<file path="config.mk">
export PLATFORM = sky130hd
export DESIGN_NAME = vec_dpath
export DESIGN_NICKNAME = d
export VERILOG_FILES = /design/src/verilog/vec_pkg.sv /design/src/verilog/vec_alu_lane.sv /design/src/verilog/vec_decode.sv /design/src/verilog/vec_dpath.sv /design/src/verilog/vec_execute.sv /design/src/verilog/vec_regfile.sv /design/src/verilog/vec_result.sv
export SDC_FILE = /design/constraint.sdc
export NUM_CORES = 2
export LEC_CHECK = 0
export BUFFER_PORTS_ARGS = -buffer_cell sky130_fd_sc_hd__buf_2
export CAP_MARGIN = 5
export CORE_UTILIZATION = 45
export DETAILED_ROUTE_END_ITERATION = 8
export SYNTH_ARGS = -nofsm -noshare
export SYNTH_HDL_FRONTEND = slang
export SYNTH_SLANG_ARGS = --single-unit
</file>
<file path="constraint.sdc">
create_clock -name clk -period 19 [get_ports clk]
set_input_delay 0.95 -clock clk [delete_from_list [all_inputs] [get_ports clk]]
set_output_delay 0.95 -clock clk [all_outputs]
set_load 0.005 [all_outputs]
</file>
<file path="src/verilog/vec_pkg.sv">
/*
  Shared sizes, field positions and codes for the vector unit.
  Register fields are 5 bits wide in the instruction, but only 8 registers exist.
*/
`default_nettype none

package vec_pkg;

  // ------------------------------------------------
  // Sizes
  // ------------------------------------------------
  localparam int XLEN       = 32;
  localparam int NUM_LANES  = 4;
  localparam int NUM_VREGS  = 8;
  localparam int VREG_AW    = 3;
  localparam int LANE_IDX_W = 2;
  localparam int SHAMT_W    = 5;

  typedef logic [XLEN-1:0]                 lane_t;
  // Lane 0 sits in the low bits
  typedef logic [NUM_LANES-1:0][XLEN-1:0]  lane_vec_t;
  typedef logic [VREG_AW-1:0]              vreg_addr_t;
  typedef logic [LANE_IDX_W-1:0]           lane_idx_t;

  // ------------------------------------------------
  // Instruction fields
  // ------------------------------------------------
  localparam int OPCODE_HI = 6;
  localparam int OPCODE_LO = 0;
  localparam int VD_HI     = 11;
  localparam int VD_LO     = 7;
  localparam int F3_HI     = 14;
  localparam int F3_LO     = 12;
  localparam int VS1_HI    = 19;
  localparam int VS1_LO    = 15;
  localparam int VS2_HI    = 24;
  localparam int VS2_LO    = 20;
  localparam int F6_HI     = 31;
  localparam int F6_LO     = 26;

  localparam logic [6:0] OP_V = 7'h57;

  // Operand forms
  localparam logic [2:0] F3_IVV = 3'd0;
  localparam logic [2:0] F3_IVI = 3'd3;
  localparam logic [2:0] F3_IVX = 3'd4;

  // funct6 codes
  localparam logic [5:0] FN_ADD  = 6'd0;
  localparam logic [5:0] FN_SUB  = 6'd2;
  localparam logic [5:0] FN_AND  = 6'd9;
  localparam logic [5:0] FN_OR   = 6'd10;
  localparam logic [5:0] FN_XOR  = 6'd11;
  localparam logic [5:0] FN_SLT  = 6'd27;
  localparam logic [5:0] FN_SLL  = 6'd37;
  localparam logic [5:0] FN_SRL  = 6'd40;
  localparam logic [5:0] FN_SRA  = 6'd41;
  localparam logic [5:0] FN_ADDR = 6'd63;

  // Lane ALU operations, FN_ADDR goes through the address generator instead
  typedef enum logic [3:0] {
    ALU_ADD,
    ALU_SUB,
    ALU_AND,
    ALU_OR,
    ALU_XOR,
    ALU_SLT,
    ALU_SLL,
    ALU_SRL,
    ALU_SRA
  } alu_fn_t;

endpackage

`default_nettype wire

</file>
<file path="src/verilog/vec_alu_lane.sv">
/*
  Combinational ALU for one 32-bit lane.
  Shift amounts use only the low 5 bits of b.
*/
`default_nettype none

module vec_alu_lane import vec_pkg::*; (
  input  lane_t   a,
  input  lane_t   b,
  input  alu_fn_t fn,
  output lane_t   result
);

  logic [SHAMT_W-1:0] shamt;

  assign shamt = b[SHAMT_W-1:0];

  always_comb begin
    case (fn)
      ALU_ADD: result = a + b;
      ALU_SUB: result = a - b;
      ALU_AND: result = a & b;
      ALU_OR:  result = a | b;
      ALU_XOR: result = a ^ b;
      // Signed compare
      ALU_SLT: result = ($signed(a) < $signed(b)) ? lane_t'(1) : '0;
      ALU_SLL: result = a << shamt;
      ALU_SRL: result = a >> shamt;
      ALU_SRA: result = lane_t'($signed(a) >>> shamt);
      default: result = '0;
    endcase
  end

endmodule

`default_nettype wire

</file>
<file path="src/verilog/vec_decode.sv">
/*
  Accepts one four-phase request at a time and issues it one cycle later.
  inst, scalar and lane_last are sampled only on the accept edge.
*/
`default_nettype none

module vec_decode import vec_pkg::*; (
  input  logic        clk,
  input  logic        reset,
  input  logic        req,
  input  logic [31:0] inst,
  input  lane_t       scalar,
  input  lane_idx_t   lane_last,
  input  logic        ack,
  output vreg_addr_t  raddr_a,
  output vreg_addr_t  raddr_b,
  input  lane_vec_t   rdata_a,
  input  lane_vec_t   rdata_b,
  output logic        iss_valid,
  output alu_fn_t     iss_fn,
  output logic        iss_addr_gen,
  output lane_vec_t   op_a,
  output lane_vec_t   op_b,
  output lane_t       base,
  output vreg_addr_t  iss_vd,
  output lane_idx_t   iss_lane_last,
  output logic        iss_illegal
);

  logic       busy;
  logic       accept;
  logic [6:0] opcode;
  logic [4:0] vd_field;
  logic [2:0] funct3;
  logic [4:0] vs1_field;
  logic [4:0] vs2_field;
  logic [5:0] funct6;
  lane_t      imm_ext;
  alu_fn_t    fn_sel;
  logic       fn_ok;
  logic       addr_gen;
  logic       form_ok;
  logic       regs_ok;
  logic       illegal_sel;
  lane_vec_t  op_b_sel;

  assign accept = req && !busy;

  // ------------------------------------------------
  // Field parsing
  // ------------------------------------------------
  assign opcode    = inst[OPCODE_HI:OPCODE_LO];
  assign vd_field  = inst[VD_HI:VD_LO];
  assign funct3    = inst[F3_HI:F3_LO];
  assign vs1_field = inst[VS1_HI:VS1_LO];
  assign vs2_field = inst[VS2_HI:VS2_LO];
  assign funct6    = inst[F6_HI:F6_LO];

  assign raddr_a = vs2_field[VREG_AW-1:0];
  assign raddr_b = vs1_field[VREG_AW-1:0];

  // simm5 shares the vs1 slot
  assign imm_ext = {{(XLEN-5){vs1_field[4]}}, vs1_field};

  always_comb begin
    fn_ok    = 1'b1;
    addr_gen = 1'b0;
    fn_sel   = ALU_ADD;
    case (funct6)
      FN_ADD:  fn_sel = ALU_ADD;
      FN_SUB:  fn_sel = ALU_SUB;
      FN_AND:  fn_sel = ALU_AND;
      FN_OR:   fn_sel = ALU_OR;
      FN_XOR:  fn_sel = ALU_XOR;
      FN_SLT:  fn_sel = ALU_SLT;
      FN_SLL:  fn_sel = ALU_SLL;
      FN_SRL:  fn_sel = ALU_SRL;
      FN_SRA:  fn_sel = ALU_SRA;
      FN_ADDR: addr_gen = 1'b1;
      default: fn_ok = 1'b0;
    endcase
  end

  // Illegal detection
  assign form_ok = (funct3 == F3_IVV) || (funct3 == F3_IVI) || (funct3 == F3_IVX);
  assign regs_ok = (vd_field[4:VREG_AW] == '0) && (vs2_field[4:VREG_AW] == '0) &&
                   ((funct3 != F3_IVV) || (vs1_field[4:VREG_AW] == '0));
  assign illegal_sel = (opcode != OP_V) || !form_ok || !fn_ok || !regs_ok ||
                       (addr_gen && (funct3 != F3_IVX));

  // Operand B, address generation takes its stride from lane 0 of vs2
  always_comb begin
    case (funct3)
      F3_IVI:  op_b_sel = {NUM_LANES{imm_ext}};
      F3_IVX:  op_b_sel = addr_gen ? rdata_a : {NUM_LANES{scalar}};
      default: op_b_sel = rdata_b;
    endcase
  end

  // ------------------------------------------------
  // Busy flag and issue register
  // ------------------------------------------------
  always_ff @(posedge clk) begin
    if (reset) begin
      busy      <= 1'b0;
      iss_valid <= 1'b0;
    end else begin
      iss_valid <= accept;
      if (accept) begin
        busy <= 1'b1;
      end else if (!req && !ack) begin
        busy <= 1'b0;
      end
    end
  end

  always_ff @(posedge clk) begin
    if (accept) begin
      iss_fn        <= fn_sel;
      iss_addr_gen  <= addr_gen;
      op_a          <= rdata_a;
      op_b          <= op_b_sel;
      base          <= scalar;
      iss_vd        <= vd_field[VREG_AW-1:0];
      iss_lane_last <= lane_last;
      iss_illegal   <= illegal_sel;
    end
  end

  // Busy must cover the whole handshake, so no accept while ack is still up
  a_accept_after_ack: assert property (
    @(posedge clk) disable iff (reset) accept |-> !ack
  ) else $error("request accepted while ack of the previous one was still high");

endmodule

`default_nettype wire

</file>
<file path="src/verilog/vec_dpath.sv">
/*
  Vector unit top level, one instruction in flight under four-phase req/ack.
  Accept to ack is three cycles; req may rise again only after ack is low.
*/
`default_nettype none

module vec_dpath import vec_pkg::*; (
  input  logic        clk,
  input  logic        reset,
  input  logic        req,
  input  logic [31:0] inst,
  input  lane_t       scalar,
  input  lane_idx_t   lane_last,
  output logic        ack,
  output lane_vec_t   result,
  output logic        illegal
);

  // Register file ports
  vreg_addr_t           raddr_a;
  vreg_addr_t           raddr_b;
  lane_vec_t            rdata_a;
  lane_vec_t            rdata_b;
  lane_vec_t            rdata_c;
  logic                 wr_en;
  vreg_addr_t           wr_addr;
  logic [NUM_LANES-1:0] wr_lane_mask;
  lane_vec_t            wr_data;

  // Decode to execute
  logic       iss_valid;
  alu_fn_t    iss_fn;
  logic       iss_addr_gen;
  lane_vec_t  op_a;
  lane_vec_t  op_b;
  lane_t      base;
  vreg_addr_t iss_vd;
  lane_idx_t  iss_lane_last;
  logic       iss_illegal;

  // Execute to result
  logic       ex_valid;
  lane_vec_t  ex_data;
  vreg_addr_t ex_vd;
  lane_idx_t  ex_lane_last;
  logic       ex_illegal;

  vec_decode u_decode (
    .clk, .reset, .req, .inst, .scalar, .lane_last, .ack,
    .raddr_a, .raddr_b, .rdata_a, .rdata_b,
    .iss_valid, .iss_fn, .iss_addr_gen, .op_a, .op_b, .base,
    .iss_vd, .iss_lane_last, .iss_illegal
  );

  vec_regfile u_regfile (
    .clk, .reset,
    .raddr_a, .rdata_a, .raddr_b, .rdata_b,
    .raddr_c (ex_vd), .rdata_c,
    .wr_en, .wr_addr, .wr_lane_mask, .wr_data
  );

  vec_execute u_execute (
    .clk, .reset,
    .iss_valid, .iss_fn, .iss_addr_gen, .op_a, .op_b, .base,
    .iss_vd, .iss_lane_last, .iss_illegal,
    .ex_valid, .ex_data, .ex_vd, .ex_lane_last, .ex_illegal
  );

  vec_result u_result (
    .clk, .reset, .req,
    .ex_valid, .ex_data, .ex_vd, .ex_lane_last, .ex_illegal,
    .rd_data (rdata_c),
    .wr_en, .wr_addr, .wr_lane_mask, .wr_data,
    .ack, .result, .illegal
  );

endmodule

`default_nettype wire

</file>
<file path="src/verilog/vec_execute.sv">
/*
  Four lane ALUs and the strided address generator, registered once.
  Addresses are base plus lane index times lane 0 of op_b, modulo 2^32.
*/
`default_nettype none

module vec_execute import vec_pkg::*; (
  input  logic       clk,
  input  logic       reset,
  input  logic       iss_valid,
  input  alu_fn_t    iss_fn,
  input  logic       iss_addr_gen,
  input  lane_vec_t  op_a,
  input  lane_vec_t  op_b,
  input  lane_t      base,
  input  vreg_addr_t iss_vd,
  input  lane_idx_t  iss_lane_last,
  input  logic       iss_illegal,
  output logic       ex_valid,
  output lane_vec_t  ex_data,
  output vreg_addr_t ex_vd,
  output lane_idx_t  ex_lane_last,
  output logic       ex_illegal
);

  lane_vec_t alu_out;
  lane_vec_t addr_out;

  for (genvar i = 0; i < NUM_LANES; i++) begin : g_lane
    vec_alu_lane u_alu (
      .a      (op_a[i]),
      .b      (op_b[i]),
      .fn     (iss_fn),
      .result (alu_out[i])
    );

    // Stride is taken from lane 0 only
    assign addr_out[i] = base + op_b[0] * lane_t'(i);
  end

  always_ff @(posedge clk) begin
    if (reset) begin
      ex_valid <= 1'b0;
    end else begin
      ex_valid <= iss_valid;
    end
  end

  always_ff @(posedge clk) begin
    if (iss_valid) begin
      ex_data      <= iss_addr_gen ? addr_out : alu_out;
      ex_vd        <= iss_vd;
      ex_lane_last <= iss_lane_last;
      ex_illegal   <= iss_illegal;
    end
  end

endmodule

`default_nettype wire

</file>
<file path="src/verilog/vec_regfile.sv">
/*
  Eight vector registers, three combinational read ports, one lane-masked write.
  A read of the register being written returns the old contents.
*/
`default_nettype none

module vec_regfile import vec_pkg::*; (
  input  logic                 clk,
  input  logic                 reset,
  input  vreg_addr_t           raddr_a,
  output lane_vec_t            rdata_a,
  input  vreg_addr_t           raddr_b,
  output lane_vec_t            rdata_b,
  input  vreg_addr_t           raddr_c,
  output lane_vec_t            rdata_c,
  input  logic                 wr_en,
  input  vreg_addr_t           wr_addr,
  input  logic [NUM_LANES-1:0] wr_lane_mask,
  input  lane_vec_t            wr_data
);

  lane_vec_t regs [NUM_VREGS];

  // Read ports
  assign rdata_a = regs[raddr_a];
  assign rdata_b = regs[raddr_b];
  assign rdata_c = regs[raddr_c];

  // Write port, only the masked lanes change
  always_ff @(posedge clk) begin
    if (reset) begin
      for (int r = 0; r < NUM_VREGS; r++) begin
        regs[r] <= '0;
      end
    end else if (wr_en) begin
      for (int l = 0; l < NUM_LANES; l++) begin
        if (wr_lane_mask[l]) begin
          regs[wr_addr][l] <= wr_data[l];
        end
      end
    end
  end

endmodule

`default_nettype wire

</file>
<file path="src/verilog/vec_result.sv">
/*
  Writeback of lanes 0..lane_last and the ack side of the four-phase handshake.
  result holds the destination's new contents, or zero for an illegal instruction.
*/
`default_nettype none

module vec_result import vec_pkg::*; (
  input  logic                 clk,
  input  logic                 reset,
  input  logic                 req,
  input  logic                 ex_valid,
  input  lane_vec_t            ex_data,
  input  vreg_addr_t           ex_vd,
  input  lane_idx_t            ex_lane_last,
  input  logic                 ex_illegal,
  input  lane_vec_t            rd_data,
  output logic                 wr_en,
  output vreg_addr_t           wr_addr,
  output logic [NUM_LANES-1:0] wr_lane_mask,
  output lane_vec_t            wr_data,
  output logic                 ack,
  output lane_vec_t            result,
  output logic                 illegal
);

  logic [NUM_LANES-1:0] lane_mask;
  lane_vec_t            merged;

  // Lanes 0 through ex_lane_last are active
  always_comb begin
    for (int l = 0; l < NUM_LANES; l++) begin
      lane_mask[l] = (l <= int'(ex_lane_last));
      merged[l]    = lane_mask[l] ? ex_data[l] : rd_data[l];
    end
  end

  assign wr_en        = ex_valid && !ex_illegal;
  assign wr_addr      = ex_vd;
  assign wr_lane_mask = lane_mask;
  assign wr_data      = ex_data;

  // ------------------------------------------------
  // Result register and ack
  // ------------------------------------------------
  always_ff @(posedge clk) begin
    if (ex_valid) begin
      result  <= ex_illegal ? '0 : merged;
      illegal <= ex_illegal;
    end
  end

  always_ff @(posedge clk) begin
    if (reset) begin
      ack <= 1'b0;
    end else if (ex_valid) begin
      ack <= 1'b1;
    end else if (!req) begin
      ack <= 1'b0;
    end
  end

  a_ack_needs_req: assert property (
    @(posedge clk) disable iff (reset) $rose(ack) |-> $past(req)
  ) else $error("ack rose without an outstanding req");

  // A new result never lands on top of an unfinished handshake
  a_no_overlap: assert property (
    @(posedge clk) disable iff (reset) ex_valid |-> !ack
  ) else $error("ex_valid arrived while ack was still high");

endmodule

`default_nettype wire
</file>
## After elaboration in Yosys (flattened, before gate mapping)

Memories as Yosys holds them, arrays and structs flattened. A register that Yosys moved wholly into a read port is not among the register bits.
Cells that the tools add are included.

| storage, ports and cells | value |
|---|---|
| output and inout bits | 130 |
| word-level logic and storage cells | 168 |
| memory bits (writable) | 1,024 |
| register bits | 566 |
| memories kept | 1 |
| input port bits | 69 |

Memory list:

| memory | depth | bits a word | rd ports | clocked after memory_dff | wr ports | RTL line | RTL |
|---|---|---|---|---|---|---|---|
| u_regfile.regs | 8 | 128 | 3 | 1 | 8 | vec_regfile.sv:22 | `lane_vec_t regs [NUM_VREGS];` |

| operators by class | value |
|---|---|
| bitwise operators | 12 |
| equal/unequal tests | 22 |
| multiplexer cells | 42 |
| order comparisons | 7 |
| shifts and indexed selects | 12 |
| $mul | 1 |
| add/sub/neg operators | 11 |
| reductions and logical operators | 30 |

Operator list:

| kind | count |
|---|---|
| $pmux 32 s9 | 4 |
| $mux 128 | 3 |
| $pmux 128 s2 | 1 |
| $add 32x32->32 | 7 |
| $and 32x32->32 | 4 |
| $lt 32x32->1 | 4 |
| $or 32x32->32 | 4 |
| $reduce_or 128->1 | 1 |
| $shl 32x5->32 | 4 |
| $shr 32x5->32 | 4 |
| $sshr 32x5->32 | 4 |
| $sub 32x32->32 | 4 |
| $xor 32x32->32 | 4 |
| $mux 32 | 3 |
| $mul 32x2->32 const B | 1 |
| $pmux 4 s8 | 1 |
| $mux 1 | 27 |
| $eq 6x6->1 const B | 4 |
| $eq 6x4->1 const B | 3 |
| $eq 4x3->1 const B | 4 |
| $reduce_or 10->1 | 1 |
| $eq 4x2->1 const B | 2 |
| $logic_not 1->1 | 7 |
| $logic_or 1x1->1 | 7 |
| other kinds (20) | 29 |

## Depth between registers and ports, before layout

| logic depth | value |
|---|---|
| depth in word-level cells | 8 |
| depth in mapped cells | 17 |
| gate-level depth less buffers | 15 |

## Cells and area by module

A second synthesis with hierarchy kept.

| unflattened totals | value |
|---|---|
| cell total of the unflattened synthesis | 11,260 |
| area total of the unflattened synthesis | 125,818.2 um^2 |

Modules (own cells, without submodules):

| module | area an instance (um^2) | cells an instance | instances | seq. area each (um^2) |
|---|---|---|---|---|
| vec_regfile | 62,234.7 | 3,824 | 1 | 30,749.5 |
| vec_alu_lane at u_execute.g_lane[2].u_alu ... | 8,219.1 | 1,226 | 2 | 0.0 |
| vec_decode | 12,462.0 | 857 | 1 | 9,018.6 |
| vec_execute | 10,839.1 | 997 | 1 | 4,043.9 |
| vec_alu_lane at u_execute.g_lane[0].u_alu | 8,610.8 | 1,284 | 1 | 0.0 |
| vec_alu_lane at u_execute.g_lane[1].u_alu | 8,181.6 | 1,243 | 1 | 0.0 |
| vec_result | 7,051.8 | 603 | 1 | 3,893.7 |

## Least setup slack after synthesis

OpenSTA, ideal clock, no wires.

| timing path | value |
|---|---|
| kind | input port to flip-flop |
| from | input req |
| to | register u_decode.base[0], enable pin |
| library setup time | 0.998 ns |
| buffers on the path | 0 |
| arrival time | 13.822 ns |
| stages | 1 |
| slack | 4.181 ns |
| required time | 18.002 ns |
| path through | nor2b_1 |

| between the ends | value |
|---|---|
| cells in the longest elaborated chain, start to end | 1 |

Ends and longest elaborated chain:

| element | RTL line | RTL |
|---|---|---|
| start: declaration | vec_dpath.sv:10 | `input logic req,` |
| $logic_and 1x1->1 | vec_decode.sv:47 | `assign accept = req && !busy;` |
| end signal: assignment | vec_decode.sv:123 | `base <= scalar;` |
| end: declaration | vec_decode.sv:24 | `output lane_t base,` |

No other way between the ends.
A chain may end at the register's enable or synchronous reset.

## Worst setup path after layout

| timing path | value |
|---|---|
| from | register u_decode.op_b[3] in the netlist's numbering |
| to | register u_execute.ex_data[31] in the netlist's numbering, data pin |

| between the ends | value |
|---|---|
| cells in the longest elaborated chain, start to end | 3 |
| elaborated cells on any way between the ends | 7 |
| classes of those cells | add/sub (2); shift (3); mux (2) |

Ends and longest elaborated chain:

| element | RTL line | RTL |
|---|---|---|
| start: declaration | vec_decode.sv:23 | `output lane_vec_t op_b,` |
| start signal: assignment | vec_decode.sv:122 | `op_b <= op_b_sel;` |
| $sub 32x32->32, or another cell as far along | vec_alu_lane.sv:21 | `ALU_SUB: result = a - b;` |
| $pmux 32 s9 (*) | vec_alu_lane.sv:19 | `case (fn)` |
| $mux 128 (*) | vec_execute.sv:51 | `ex_data <= iss_addr_gen ? addr_out : alu_out;` |
| end signal: assignment | vec_execute.sv:51 |  |
| end: declaration | vec_execute.sv:20 | `output lane_vec_t ex_data,` |

Mark *: on every way between the ends. The rest lies on a longest branch, timed or not.

==> results.sh <==
export IMPL_outcome="completed"
export IMPL_grt_setup_unrepaired="no"
export IMPL_clock_insertion_delay_worst_skew_ns=0.89
export IMPL_final_nets=11000
export IMPL_clock_skew_ns=0.0630
export IMPL_clock_network_fraction_of_total_power_pct=32.3
export IMPL_setup_total_negative_slack_ns=0
export IMPL_reg2reg_to="u_execute.ex_data[31]"
export IMPL_cts_sinks=1593
export IMPL_cts_hold_buf=0
export IMPL_final_area_mm2=0.127
export IMPL_layout_area_overhead_vs_synth_pct=8.78
export IMPL_start_util_pct=45.4
export IMPL_drt_pass1_iter_count=8
export IMPL_grt_pass1_vias=93100
export IMPL_cp_num_buf_inv=3
export IMPL_internal_power_mw=6.93
export IMPL_total_die_area_mm2=0.261
export IMPL_power_share_switching_pct=34.3
export IMPL_route_antenna_remaining_nets=0
export IMPL_power_share_sequential_pct=40.8
export IMPL_synth_yosys_warnings=0
export IMPL_hold_depth=1
export IMPL_timing_max_cap_violations=0
export IMPL_worst_path_dominant_cell_family="compound AO/OA/AOI/OAI gates"
export IMPL_globalRouteTotalUtil_pct=38.3
export IMPL_drtIter0Drc=14300
export IMPL_syn_inst=10600
export IMPL_power_density_mw_per_mm2=83.1
export IMPL_layout_cells_most_common="edfxtp_1"
export IMPL_clockRootBuffer="clkbuf_16"
export IMPL_cp_slowest_stage_delay_ns=0.91
export IMPL_setup_viol=0
export IMPL_worst_path_max_delay_cell="o31ai_1"
export IMPL_fp_coreArea_mm2=0.257
export IMPL_postCtsResizedCells=0
export IMPL_rows=186
export IMPL_count_of_input_and_output_buffers=197
export IMPL_dpl_cell_area_mm2=0.121
export IMPL_timing_setup_critical_path_class="reg2reg"
export IMPL_holdCritPathClass="in2reg"
export IMPL_antenna_found_initial=45
export IMPL_die_y_um=511
export IMPL_synth_edf_count=1586
export IMPL_vdd_ir_drop_max_mv=0.0768
export IMPL_synth_flop_cell="edfxtp_1"
export IMPL_holdWs_ns=0.289
export IMPL_depth_of_the_cts_h_tree=4
export IMPL_drive_above_1_share_pct=17.5
export IMPL_grt_pass1_wl_um=715000
export IMPL_mostFrequentLayoutCells="1,586 x edfxtp_1, 1,165 x nor2_1, 777 x mux4_2, 677 x a21oi_1, 653 x and3_1"
export IMPL_synth_seq_cells=1593
export IMPL_critical_path_cell_chain="buf_4 > clkinv_1 > buf_4 > ha_1 > a2111oi_0 > a21o_1 > o31ai_1 > a21oi_1 > o21ai_0 > a21oi_1 > o31a_1 > a2111oi_0 > o31ai_1"
export IMPL_dpl_wire_length_um=349000
export IMPL_synthArstFlopShare_pct=0
export IMPL_num_io_pins=199
export IMPL_max_freq_mhz=167
export IMPL_netlist_area_leader_share_pct=40.8
export IMPL_final_hold_violation_count=0
export IMPL_final_min_clock_period_ns=6.00
export IMPL_static_leakage_power_nw=49.2
export IMPL_total_power_mw=10.5
export IMPL_critical_path_source_type="flip-flop"
export IMPL_synth_seq_area_share_pct=41.0
export IMPL_cts_buffer_depth=3
export IMPL_route_vias_total=98400
export IMPL_tritoncts="yes"
export IMPL_routedWlPerCell_um=37.0
export IMPL_gpl_final_weighted_congestion=1.02
export IMPL_r2r_start="u_decode.op_b[3]"
export IMPL_cp_data_required_time_ns=19.49
export IMPL_reg2reg_slack_ns=13.00
export IMPL_cts_post_setup_buffers_inserted=0
export IMPL_cts_reportedPaths_clkPinSlew_ns=0.06
export IMPL_global_route_overflow_total=0
export IMPL_hold_end="u_decode.iss_vd[0]"
export IMPL_die_width_um=511
export IMPL_end_kind="flip-flop"
export IMPL_syn_avg_cell_area_um2=11.0
export IMPL_path_max_fanout=49
export IMPL_netlist_top_cell_by_area="edfxtp_1"
export IMPL_pwr_share_comb_pct=26.9
export IMPL_timing_final_crit_share_pct=31.6
export IMPL_mappedNetlistNets=11200
export IMPL_grt_start_max_net_pins=265
export IMPL_post_synth_cell_types=98
export IMPL_drc=0
export IMPL_drt_total_wl_um=515000
export IMPL_critPathArrivalTime_ns=6.49
export IMPL_r2r_worst_path_cells=13
export IMPL_final_max_slew_violation_count=0
export IMPL_cts_buffers_inserted=174
export IMPL_p_sw_mw=3.62
export IMPL_hold_path_startpoint="inst[7]"
export IMPL_max_slew_worst_pin_slew_ns=1.43
export IMPL_synth_area_mm2=0.117
export IMPL_synth_area_leaders="edfxtp_1 41%, mux4_2 15%, ha_1 5.1%, nor2_1 3.8%, and3_1 3.5%"
export IMPL_timing_slew_headroom_pct=4.92
export IMPL_route_detailed_vias_per_inst=7.07
==> state kept, by name (all words and copies together) (netlist names), 2 cells and up, named ones only <==
register / cells
u_regfile.regs: 1024
u_decode.op_a: 128
u_decode.op_b: 128
u_execute.ex_data: 128
u_result.result: 128
u_decode.base: 32
u_decode.iss_fn: 4
u_decode.iss_vd: 3
u_execute.ex_vd: 3
u_decode.iss_lane_last: 2
u_execute.ex_lane_last: 2
==> Yosys cell counts, drive strengths merged, types with 192 or more instances <==
cell	n
mux2	209
and3	658
inv	412
nor2	1174
edfxtp	1586
mux2i	408
o21ai	523
clkbuf	669
and2	192
mux4	777
nand2	545
buf	217
a21oi	678
ha	479
==> cell type report <==
cell class,instances,area [um2]
well taps,3384,4230
multi-input cells,7712,64400
repair buffers,466,3220
flip-flops and latches,1593,47800
diodes,30,75.1
clock inverters,110,1080
fillers,22800,130000
inverters,419,1570
clock buffers,210,4530
==> routing by layer <==
layer,up-vias,global-route usage (%),wire length (um)
met1,49700,51.2,198000
li1,40600,-,-
met5,-,0,130
met4,18,22.4,32900
met2,6778,56.4,223000
met3,1231,9.76,61500
==> logic make-up after synthesis <==
logic type / after synthesis / synth area share, %
and+or+nand+nor: 3096 / 12.8
AOI/OAI and AO/OA: 2600 / 14.8
DFF: 1593 / 41.0
muxes: 1394 / 20.5
buffers and inverters: 1305 / 4.27
adders and majority gates: 520 / 5.84
xor gates and xnor gates: 102 / 0.766
==> how the worst max path moves through the flow <==
| stage | slack [ns] | end | from | cells past startpoint |
|---|---|---|---|---|
| after floorplan | 4.18 | u_decode.base[0] | req | 1 |
| after global placement | 13.40 | u_execute.ex_data[31] | u_decode.op_b[3] | 13 |
| after detailed placement | 13.37 | u_decode.op_b[119] | inst[20] | 8 |
| after CTS | 13.38 | u_execute.ex_data[31] | u_decode.op_b[1] | 15 |
| after global routing | 13.05 | u_execute.ex_data[127] | u_decode.op_b[99] | 14 |
| final | 13.00 | u_execute.ex_data[31] | u_decode.op_b[3] | 13 |
==> power by group through the flow <==
| stage | Combinational, mW | Clock (mW) | Sequential, mW |
|---|---|---|---|
| after floorplan | 1.78 | 0 | 4.27 |
| after global placement | 2.72 | 0 | 4.35 |
| after detailed placement | 2.73 | 0 | 4.36 |
| after CTS | 2.75 | 3.43 | 4.29 |
| after global routing | 2.96 | 3.55 | 4.31 |
| final | 2.83 | 3.41 | 4.30 |
==> per-stage QoR <==
step / setup slack [ns] / utilization, % / cells
2_1_floorplan: 4.18 / - / 10600
3_3_place_gp: 13.40 / 47.1 / 13600
3_5_place_dp: 13.37 / 47.1 / 13600
4_1_cts: 13.38 / 49.3 / 13900
5_1_grt: 13.05 / 49.3 / 13900
6_report: 13.00 / 49.3 / 13900
Note: power is estimated with default switching activity, not from simulation.
